File: src/common/rv32i_types_pkg.sv
// ======================================
// RV32I word and register index types
// Fetch address after reset
// ======================================

package rv32i_types_pkg;

    localparam int WORD_W    = 32;  // XLEN for RV32
    localparam int REG_IDX_W = 5;   // x0..x31
    localparam int PC_STEP   = 4;   // No compressed instructions

    // Machine word, used for PCs, addresses and CSR data
    typedef logic [WORD_W-1:0] word_t;

    // Architectural register index
    typedef logic [REG_IDX_W-1:0] regidx_t;

    // First fetch after reset
    localparam word_t RESET_PC = 32'h0000_0200;

endpackage

File: src/common/pipe_ctrl_pkg.sv
// ======================================
// Trap cause codes and trap vector
// Exception flag positions and priority
// ======================================

package pipe_ctrl_pkg;

    import rv32i_types_pkg::*;

    localparam int CAUSE_W       = 4;
    localparam int MCAUSE_IRQ_B  = 31;               // Interrupt flag in mcause
    localparam word_t TRAP_VECTOR = 32'h0000_0100;   // mtvec, direct mode only

    // Exception codes, RISC-V numbering
    typedef enum logic [CAUSE_W-1:0] {
        CAUSE_MAL_INSN   = 4'd0,
        CAUSE_FAULT_INSN = 4'd1,
        CAUSE_ILLEGAL    = 4'd2,
        CAUSE_BREAKPOINT = 4'd3,
        CAUSE_MAL_L      = 4'd4,
        CAUSE_FAULT_L    = 4'd5,
        CAUSE_MAL_S      = 4'd6,
        CAUSE_FAULT_S    = 4'd7,
        CAUSE_ECALL_M    = 4'd11
    } cause_t;

    localparam logic [CAUSE_W-1:0] IRQ_EXT_CAUSE = 4'd11;  // Machine external irq

    // Flag positions, higher index wins
    localparam int EXC_COUNT      = 9;
    localparam int EXC_BREAKPOINT = 8;
    localparam int EXC_FAULT_INSN = 7;
    localparam int EXC_MAL_INSN   = 6;
    localparam int EXC_ILLEGAL    = 5;
    localparam int EXC_ENV        = 4;
    localparam int EXC_MAL_S      = 3;
    localparam int EXC_MAL_L      = 2;
    localparam int EXC_FAULT_S    = 1;
    localparam int EXC_FAULT_L    = 0;

    // Flag position to architectural cause
    function automatic cause_t exc_cause(input int idx);
        case (idx)
            EXC_BREAKPOINT: return CAUSE_BREAKPOINT;
            EXC_FAULT_INSN: return CAUSE_FAULT_INSN;
            EXC_MAL_INSN:   return CAUSE_MAL_INSN;
            EXC_ENV:        return CAUSE_ECALL_M;
            EXC_MAL_S:      return CAUSE_MAL_S;
            EXC_MAL_L:      return CAUSE_MAL_L;
            EXC_FAULT_S:    return CAUSE_FAULT_S;
            EXC_FAULT_L:    return CAUSE_FAULT_L;
            default:        return CAUSE_ILLEGAL;
        endcase
    endfunction

    // Causes that report the faulting address in mtval
    function automatic logic is_addr_fault(input cause_t c);
        return c inside {CAUSE_MAL_INSN, CAUSE_FAULT_INSN, CAUSE_MAL_L,
                         CAUSE_FAULT_L, CAUSE_MAL_S, CAUSE_FAULT_S};
    endfunction

endpackage

File: src/hazard/stage3_hazard_unit.sv
// ======================================
// Stall, flush and PC enable for F/E, E/M
// Exception PC and trap notification
// ======================================

`timescale 1ns/1ps

module stage3_hazard_unit
    import rv32i_types_pkg::*;
    import pipe_ctrl_pkg::*;
(
    // Register dependencies
    input  regidx_t              rs1_e,
    input  regidx_t              rs2_e,
    input  regidx_t              rd_m,
    input  logic                 reg_write_m,
    // Stage status
    input  logic                 dren,
    input  logic                 dwen,
    input  logic                 csr_read,
    input  logic                 jump,
    input  logic                 branch,
    input  logic                 mispredict,
    input  logic                 i_mem_busy,
    input  logic                 d_mem_busy,
    input  logic                 ex_busy,
    input  logic                 ifence,
    input  logic                 fence_stall,
    input  logic                 halt,
    input  logic                 mret,
    // From trap block
    input  logic                 intr,
    input  logic                 insert_pc,
    input  word_t                priv_pc_in,
    // Exceptions
    input  logic [EXC_COUNT-1:0] exc_flags,
    input  word_t                fault_addr,
    // From PC chain
    input  word_t                pc_f,
    input  word_t                pc_e,
    input  word_t                pc_m,
    input  logic                 valid_e,
    input  logic                 valid_m,
    // Pipeline controls
    output logic                 pc_en,
    output logic                 npc_sel,
    output logic                 if_ex_stall,
    output logic                 if_ex_flush,
    output logic                 ex_mem_stall,
    output logic                 ex_mem_flush,
    output logic                 mem_use_stall,
    output logic                 suppress_iren,
    output logic                 suppress_data,
    output logic                 rollback,
    // To trap block
    output logic                 wb_enable,
    output logic [EXC_COUNT-1:0] exc_masked,
    output word_t                epc,
    output word_t                badaddr,
    // Redirect towards fetch
    output logic                 insert_priv_pc,
    output word_t                priv_pc
);

    logic dmem_access;
    logic branch_jump;
    logic wait_for_imem;
    logic wait_for_dmem;
    logic rs1_match;
    logic rs2_match;
    logic cannot_forward;
    logic exception;
    logic intr_gated;        // Interrupt with no exception pending
    logic ex_flush_hazard;

    // Data hazards, x0 never matches
    assign rs1_match      = (rs1_e == rd_m) && (rd_m != '0);
    assign rs2_match      = (rs2_e == rd_m) && (rd_m != '0);
    assign cannot_forward = dren || csr_read;  // Result only known at end of M
    assign mem_use_stall  = reg_write_m && cannot_forward && (rs1_match || rs2_match);

    assign dmem_access = dren || dwen;
    assign branch_jump = jump || (branch && mispredict);
    assign npc_sel     = branch_jump;

    // Fetch-side faults belong to a squashed path on a redirect
    always_comb begin
        exc_masked = exc_flags;
        exc_masked[EXC_FAULT_INSN] = exc_flags[EXC_FAULT_INSN] && !branch_jump;
        exc_masked[EXC_MAL_INSN]   = exc_flags[EXC_MAL_INSN] && !branch_jump;
    end

    assign exception  = |exc_masked;
    assign intr_gated = intr && !exception;

    // Memory waits, dropped when the request is being killed anyway
    assign wait_for_imem = i_mem_busy && !suppress_iren;
    assign wait_for_dmem = dmem_access && d_mem_busy && !suppress_data;

    // Interrupt lets a pending data access finish first
    assign ex_flush_hazard = ((intr_gated || exception) && !wait_for_dmem)
                           || exception
                           || mret
                           || rollback;

    assign rollback      = ifence && !fence_stall;  // Refetch after I-fence completes
    assign suppress_iren = branch_jump || ex_flush_hazard || mret || insert_pc;
    assign suppress_data = exception;               // Keep faulting access off the bus

    // Redirect passes straight on to fetch
    assign insert_priv_pc = insert_pc;
    assign priv_pc        = priv_pc_in;

    // Oldest valid instruction, interrupts retire M first
    assign epc = (valid_m && (!intr_gated || branch_jump)) ? pc_m :
                 (valid_e ? pc_e : pc_f);
    assign badaddr   = fault_addr;
    assign wb_enable = !if_ex_stall || jump || branch;  // Two stages behind fetch

    // Later stage stall always stalls earlier stage
    assign ex_mem_stall = wait_for_dmem || fence_stall || halt;

    assign if_ex_stall = !intr_gated
                       && (ex_mem_stall
                       || (ex_busy && !ex_flush_hazard && !branch_jump)  // Redirect beats busy E
                       || mem_use_stall
                       || fence_stall);

    assign if_ex_flush = ex_flush_hazard
                       || branch_jump
                       || (wait_for_imem && !ex_mem_stall);  // Bubble while fetch lags

    // Bubble into M when E is held but M moves on
    assign ex_mem_flush = ex_flush_hazard
                        || branch_jump
                        || (if_ex_stall && !ex_mem_stall);

    // PC moves when fetch can hand off, or on any redirect
    assign pc_en = (!if_ex_stall && !wait_for_imem)
                 || branch_jump
                 || ex_flush_hazard
                 || insert_pc
                 || mret;

endmodule

File: src/priv/priv_trap_unit.sv
// ======================================
// Machine-mode trap entry and mret
// mepc, mcause, mtval, mie, mpie
// ======================================

`timescale 1ns/1ps

module priv_trap_unit
    import rv32i_types_pkg::*;
    import pipe_ctrl_pkg::*;
(
    input  logic                 clk,
    input  logic                 arst_n,
    input  logic [EXC_COUNT-1:0] exc_masked,
    input  logic                 ext_irq,
    input  logic                 irq_enable,   // Level, sets mie
    input  logic                 mret,
    input  logic                 wb_enable,
    input  word_t                epc,
    input  word_t                badaddr,
    output logic                 intr,
    output logic                 insert_pc,
    output word_t                priv_pc,
    output word_t                mepc,
    output word_t                mcause,
    output word_t                mtval
);

    logic   exc_any;
    logic   trap_taken;
    logic   mie;
    logic   mpie;
    cause_t exc_code;
    word_t  trap_cause;
    word_t  trap_tval;

    assign exc_any    = |exc_masked;
    assign intr       = ext_irq && mie && !exc_any;  // Exceptions take precedence
    assign trap_taken = (exc_any || intr) && wb_enable;

    // Redirect on trap entry or return, trap wins
    assign insert_pc = trap_taken || mret;
    assign priv_pc   = trap_taken ? TRAP_VECTOR : mepc;

    // Highest set flag, scan upwards so the top index wins
    always_comb begin
        exc_code = CAUSE_ILLEGAL;
        for (int i = 0; i < EXC_COUNT; i++) begin
            if (exc_masked[i]) begin
                exc_code = exc_cause(i);
            end
        end
    end

    always_comb begin
        trap_cause = '0;
        if (intr) begin
            trap_cause[MCAUSE_IRQ_B]  = 1'b1;
            trap_cause[CAUSE_W-1:0]   = IRQ_EXT_CAUSE;
        end else begin
            trap_cause[CAUSE_W-1:0]   = exc_code;
        end
    end

    // Address faults report the address, everything else zero
    assign trap_tval = (exc_any && is_addr_fault(exc_code)) ? badaddr : '0;

    always_ff @(posedge clk or negedge arst_n) begin
        if (!arst_n) begin
            mepc   <= '0;
            mcause <= '0;
            mtval  <= '0;
            mie    <= 1'b0;
            mpie   <= 1'b0;
        end else if (trap_taken) begin
            mepc   <= epc;
            mcause <= trap_cause;
            mtval  <= trap_tval;
            mpie   <= mie;    // Stack the enable
            mie    <= 1'b0;   // No nesting
        end else if (mret) begin
            mie    <= mpie;
            mpie   <= 1'b1;
        end else if (irq_enable) begin
            mie    <= 1'b1;
        end
    end

    // mie drops on entry, so a repeat redirect needs a new cause
    a_no_double_trap: assert property (@(posedge clk) disable iff (!arst_n)
        trap_taken |=> (!insert_pc || exc_any || mret))
        else $error("Redirect repeated without a new trap cause");

endmodule

File: src/logic/pc_chain.sv
// ======================================
// Fetch PC register
// E and M stage PC and valid registers
// ======================================

`timescale 1ns/1ps

module pc_chain
    import rv32i_types_pkg::*;
(
    input  logic  clk,
    input  logic  arst_n,
    input  logic  pc_en,
    input  logic  npc_sel,
    input  logic  insert_pc,
    input  logic  if_ex_stall,
    input  logic  if_ex_flush,
    input  logic  ex_mem_stall,
    input  logic  ex_mem_flush,
    input  logic  i_mem_busy,
    input  word_t branch_target,
    input  word_t priv_pc,
    output word_t pc_f,
    output word_t pc_e,
    output word_t pc_m,
    output logic  valid_e,
    output logic  valid_m
);

    word_t npc;

    // Trap/mret first, then branch, then sequential
    assign npc = insert_pc ? priv_pc :
                 (npc_sel  ? branch_target : pc_f + word_t'(PC_STEP));

    always_ff @(posedge clk or negedge arst_n) begin
        if (!arst_n) begin
            pc_f <= RESET_PC;
        end else if (pc_en) begin
            pc_f <= npc;
        end
    end

    // Valid bits, flush beats stall
    always_ff @(posedge clk or negedge arst_n) begin
        if (!arst_n) begin
            valid_e <= 1'b0;
            valid_m <= 1'b0;
        end else begin
            if (if_ex_flush) begin
                valid_e <= 1'b0;
            end else if (!if_ex_stall) begin
                valid_e <= !i_mem_busy;    // No instruction yet while fetch waits
            end
            if (ex_mem_flush) begin
                valid_m <= 1'b0;
            end else if (!ex_mem_stall) begin
                valid_m <= valid_e;
            end
        end
    end

    // Stage PCs follow their valid bits
    always_ff @(posedge clk) begin
        if (!if_ex_stall) begin
            pc_e <= pc_f;
        end
        if (!ex_mem_stall) begin
            pc_m <= pc_e;
        end
    end

    // A bubble made at F/E must arrive in M as a bubble
    a_bubble_reaches_m: assert property (@(posedge clk) disable iff (!arst_n)
        if_ex_flush ##1 (!ex_mem_stall && !ex_mem_flush) |=> !valid_m)
        else $error("Flushed slot became valid in M");

endmodule

File: src/logic/pipe_ctrl_top.sv
// ======================================
// Pipeline control top level
// Hazard unit, trap unit and PC chain
// ======================================

`timescale 1ns/1ps

module pipe_ctrl_top
    import rv32i_types_pkg::*;
    import pipe_ctrl_pkg::*;
(
    input  logic                 clk,
    input  logic                 arst_n,
    input  regidx_t              rs1_e,
    input  regidx_t              rs2_e,
    input  regidx_t              rd_m,
    input  logic                 reg_write_m,
    input  logic                 dren,
    input  logic                 dwen,
    input  logic                 csr_read,
    input  logic                 jump,
    input  logic                 branch,
    input  logic                 mispredict,
    input  word_t                branch_target,
    input  logic                 i_mem_busy,
    input  logic                 d_mem_busy,
    input  logic                 ex_busy,
    input  logic                 ifence,
    input  logic                 fence_stall,
    input  logic                 halt,
    input  logic                 mret,
    input  logic [EXC_COUNT-1:0] exc_flags,
    input  word_t                fault_addr,
    input  logic                 ext_irq,
    input  logic                 irq_enable,
    output word_t                pc_f,
    output word_t                pc_e,
    output word_t                pc_m,
    output logic                 valid_e,
    output logic                 valid_m,
    output logic                 if_ex_stall,
    output logic                 if_ex_flush,
    output logic                 ex_mem_stall,
    output logic                 ex_mem_flush,
    output logic                 suppress_iren,
    output logic                 suppress_data,
    output logic                 rollback,
    output logic                 insert_pc,
    output word_t                mepc,
    output word_t                mcause,
    output word_t                mtval
);

    logic                 pc_en;
    logic                 npc_sel;
    logic                 intr;
    logic                 wb_enable;
    logic                 insert_priv_pc;
    logic [EXC_COUNT-1:0] exc_masked;
    word_t                epc;
    word_t                badaddr;
    word_t                priv_pc;       // Forwarded by hazard unit
    word_t                priv_pc_trap;  // Straight from trap unit

    stage3_hazard_unit u_hazard (
        .priv_pc_in    (priv_pc_trap),
        .mem_use_stall (),               // Folded into if_ex_stall
        .*
    );

    priv_trap_unit u_priv (
        .priv_pc (priv_pc_trap),
        .*
    );

    pc_chain u_pc_chain (
        .insert_pc (insert_priv_pc),
        .*
    );

endmodule

File: config.mk
export PLATFORM = sky130hd
export DESIGN_NAME = pipe_ctrl_top
export DESIGN_NICKNAME = d
export VERILOG_FILES = /design/src/common/rv32i_types_pkg.sv /design/src/common/pipe_ctrl_pkg.sv /design/src/hazard/stage3_hazard_unit.sv /design/src/priv/priv_trap_unit.sv /design/src/logic/pc_chain.sv /design/src/logic/pipe_ctrl_top.sv
export SDC_FILE = /design/constraint.sdc
export NUM_CORES = 1
export LEC_CHECK = 0
export BUFFER_PORTS_ARGS = -buffer_cell sky130_fd_sc_hd__buf_2
export CORE_MARGIN = 5
export CORE_UTILIZATION = 54
export DETAILED_ROUTE_END_ITERATION = 12
export PLACE_DENSITY = 0.83
export SLEW_MARGIN = 20
export SYNTH_ARGS = -nofsm -noshare
export SYNTH_HDL_FRONTEND = slang
export SYNTH_SLANG_ARGS = --single-unit
File: constraint.sdc
create_clock -name clk -period 7.2 [get_ports clk]
set_input_delay 0.72 -clock clk [delete_from_list [all_inputs] [get_ports clk]]
set_output_delay 0.72 -clock clk [all_outputs]
set_load 0.01 [all_outputs]
==> impl_metrics.sql <==
INSERT INTO impl_metrics (metric_group, metric, value, unit) VALUES
('die', 'floorplan.initialDensity', '0.549', ''),
('critical_path', 'arrival', '3290', 'ps'),
('synth', 'netlist.top_cell.by_area', 'sky130_fd_sc_hd__dfrtp_1', ''),
('power', 'power.density_cell_area', '216', 'nW/um^2'),
('clock_tree', 'clk_path_buf_depth', '2', ''),
('grt', 'grt_max_degree', '89', ''),
('power', 'power.internal', '1.64', 'mW'),
('synth', 'post_synth_inst_count', '852', ''),
('clock_tree', 'clk_transition_reported_paths', '60', 'ps'),
('sta', 'finClkSkew', '9.15', 'ps'),
('power', 'power_frac_clock', '0.405', ''),
('finish', 'share_of_cells_above_drive_strength_1', '0.313', ''),
('status', 'status', 'complete, no violations', ''),
('clock_tree', 'cts_post_setup_buffers_inserted', '0', ''),
('clock_tree', 'ctsResizeCount', '0', ''),
('drt', 'routed_wl', '25300', 'um'),
('synth', 'post_synth.cell_area_avg', '9.76', 'um^2'),
('critical_path', 'critical-path-top-cell-by-count', 'sky130_fd_sc_hd__buf_2', ''),
('drt', 'post_drt_wl_per_cell', '19.4', 'um'),
('finish', 'area_growth_syn_to_layout', '23.7', '%'),
('die', 'fp.dieArea', '18000', 'um^2'),
('clock_tree', 'clock-root-buffer', 'sky130_fd_sc_hd__clkbuf_16', ''),
('clock_tree', 'number_of_hold_buffers_added_after_cts', '0', ''),
('critical_path', 'crit_slowest_cell', 'sky130_fd_sc_hd__a21oi_4', ''),
('critical_path', 'crit_family', 'compound AO/OA/AOI/OAI gates', ''),
('critical_path', 'timing_worst_setup_path_type', 'input port to output port', ''),
('synth', 'async_reset_ff_frac', '0.621', ''),
('finish', 'most-common-layout-cells', 'sky130_fd_sc_hd__buf_2 (279), sky130_fd_sc_hd__nand2_1 (185), sky130_fd_sc_hd__dfrtp_1 (103)', ''),
('power', 'power.net_switching', '581', 'uW'),
('placed_design', 'gpl.final_weighted_congestion', '0.815', ''),
('drt', 'detail_route.vias_per_cell', '5.83', ''),
('synth', 'yosys_register_bits', '169', ''),
('power', 'combinationalPowerShare', '0.109', ''),
('clock_tree', 'insertion_delay', '430', 'ps'),
('worst_hold_path', 'timing.hold.worst.class', 'input port to async pin', ''),
('power', 'ir_worst_vdd', '0.000165', 'V'),
('critical_path', 'ordered_list_of_cells_on_the_worst_path', 'buf_2 -> a21oi_4 -> a211oi_4 -> and2_1 -> o21ai_4 -> buf_4 -> o21ai_0 -> buf_2', ''),
('synth', 'synth.yosys.warnings', '0', ''),
('synth', 'synth_ff_type', 'sky130_fd_sc_hd__dfrtp_1', ''),
('grt', 'globalRouteOverflowTotal', '0', ''),
('sta', 'layout_worst_path_cycle_share', '0.557', ''),
('die', 'floorplan.core_area', '15100', 'um^2'),
('drt', 'first_pass_iters', '7', ''),
('clock_tree', 'cts_tree', 'done', ''),
('sta', 'worst-slew-pin-transition', '1130', 'ps'),
('critical_path', 'critical-path-max-stage-delay', '760', 'ps'),
('grt', 'first_global_vias', '7294', ''),
('critical_path', 'critPathLaunchType', 'input port', ''),
('power', 'pwr-share-seq', '0.486', ''),
('clock_tree', 'ctsHtreeMaxLevel', '4', ''),
('drt', 'drt_iter0_markers', '746', ''),
('die', 'floorplan.die.height', '134', 'um'),
('drt', 'dr_total_vias', '7623', ''),
('power', 'switching_share', '0.261', ''),
('grt', 'grt_first_pass_wirelength', '39100', 'um'),
('die', 'die_width', '134', 'um'),
('placed_design', 'post-dp-hpwl', '17700', 'um'),
('critical_path', 'cp_max_fo', '36', ''),
('synth', 'synth_enable_flop_cells', '64', ''),
('sta', 'slew_headroom', '0.246', ''),
('synth', 'synth.area.top_cells', 'sky130_fd_sc_hd__dfrtp_1 (31%), sky130_fd_sc_hd__edfxtp_1 (23%), sky130_fd_sc_hd__nand2_1 (8.4%), sky130_fd_sc_hd__o21ai_0 (4.8%), sky130_fd_sc_hd__mux2i_1 (3.0%)', ''),
('synth', 'yosysUniqueCellTypes', '63', ''),
('grt', 'grt_util_all_layers', '0.275', ''),
('drt', 'ant_nets', '0', ''),
('critical_path', 'path_buf_inv', '3', ''),
('die', 'num_io_pins', '308', ''),
('sta', 'setup_viol_count_final', '0', ''),
('synth', 'yosysTopAreaCellShare', '0.313', ''),
('sta', 'fin_worst_hold_slack', '285', 'ps'),
('grt', 'antenna_violations_before_repair', '1', ''),
('die', 'rows', '45', '');
[worst register-to-register path, stage by stage (launching register included)]
cell and delay, ps:
sky130_fd_sc_hd__dfrtp_1 430, sky130_fd_sc_hd__nand2_1 190, sky130_fd_sc_hd__and3_1 210, sky130_fd_sc_hd__o31a_2 660, sky130_fd_sc_hd__or2_1 970, sky130_fd_sc_hd__o211ai_1 290
[synthesized netlist by cell type, drive strengths merged (9+ instances only)]
master and count:
nand2 185, dfrtp 104, o21ai 101, edfxtp 64, buf 53, nand3 46, a21oi 39, nor2 33
clkbuf 30, mux2i 25, inv 15, nand4 14, nor3 13, o211ai 13, xor2 13, a211oi 12
o31ai 10, and3 9
[worst paths after layout]
path | start | slack, ps | depth (start not counted) | to
max in group asynchronous | arst_n | 5620 | 2 | u_pc_chain.valid_e
min in group clk | u_priv.mtval[5] | 460 | 2 | u_priv.mtval[5]
min | arst_n | 280 | 1 | u_priv.mepc[17]
max reg2reg | u_priv.mie | 4270 | 5 | u_pc_chain.pc_f[15]
max | branch | 3190 | 8 | ex_mem_flush
min reg2reg | u_priv.mtval[5] | 460 | 2 | u_priv.mtval[5]
[power groups by stage]
stage	clock (mW)	sequential, mW	combinational, mW
2_1_floorplan	0	1.11	0.119
4_1_cts	0.910	1.08	0.243
3_5_place_dp	0	1.10	0.243
5_1_grt	0.948	1.08	0.266
6_report	0.899	1.08	0.243
3_3_place_gp	0	1.10	0.238
[sequential cells by signal, summed over array words and instances (netlist names), 5 cells and up]
signal and cells:
u_priv.mtval 32, u_pc_chain.pc_f 32, u_pc_chain.pc_e 32, u_priv.mcause 5, u_priv.mepc 32, u_pc_chain.pc_m 32
[cells by family (layout without fill, tap and decap cells)]
kind of cell | Yosys count | count (layout) | share of synthesized area
adders and majority gates | 1 | 1 | 0.00151
muxes | 25 | 25 | 0.0301
xor gates and xnor gates | 21 | 21 | 0.0221
and+or+nand+nor | 324 | 324 | 0.173
buffers and inverters | 98 | 338 | 0.0635
AOI/OAI and AO/OA | 213 | 213 | 0.162
DFF | 169 | 169 | 0.547
other | 1 | 28 | 0.000451
[stage by stage]
step / area, um^2 / worst slack (ps) / power (mW) / std cells / util
finish: 10300 / 3190 / 2.22 / 1307 / 0.679
global route: 10300 / 3020 / 2.30 / 1306 / 0.678
CTS: 10300 / 3130 / 2.23 / 1306 / 0.678
detailed placement: 9690 / 3100 / 1.34 / 1274 / 0.640
global placement: 9690 / 3170 / 1.33 / 1274 / 0.640
floorplan: 8410 / 1890 / 1.23 / 878 / -
[cell type report]
cell class | instances | area (um^2)
clock buffers | 20 | 468
inverters | 15 | 56.3
repair buffers | 291 | 1490
well taps | 188 | 235
flip-flops and latches | 169 | 4550
fillers | 1184 | 4870
clock inverters | 12 | 115
multi-input cells | 611 | 3360
diodes | 1 | 2.50
[routing by layer]
metal,GRT usage,vias to the layer above,part of all wire
met5,0,-,0.00028
met4,0.0882,2,0.023
met3,0.0649,51,0.092
met2,0.472,403,0.50
met1,0.346,3681,0.39
li1,-,3486,-
Note: power is estimated with default switching activity, not from simulation.
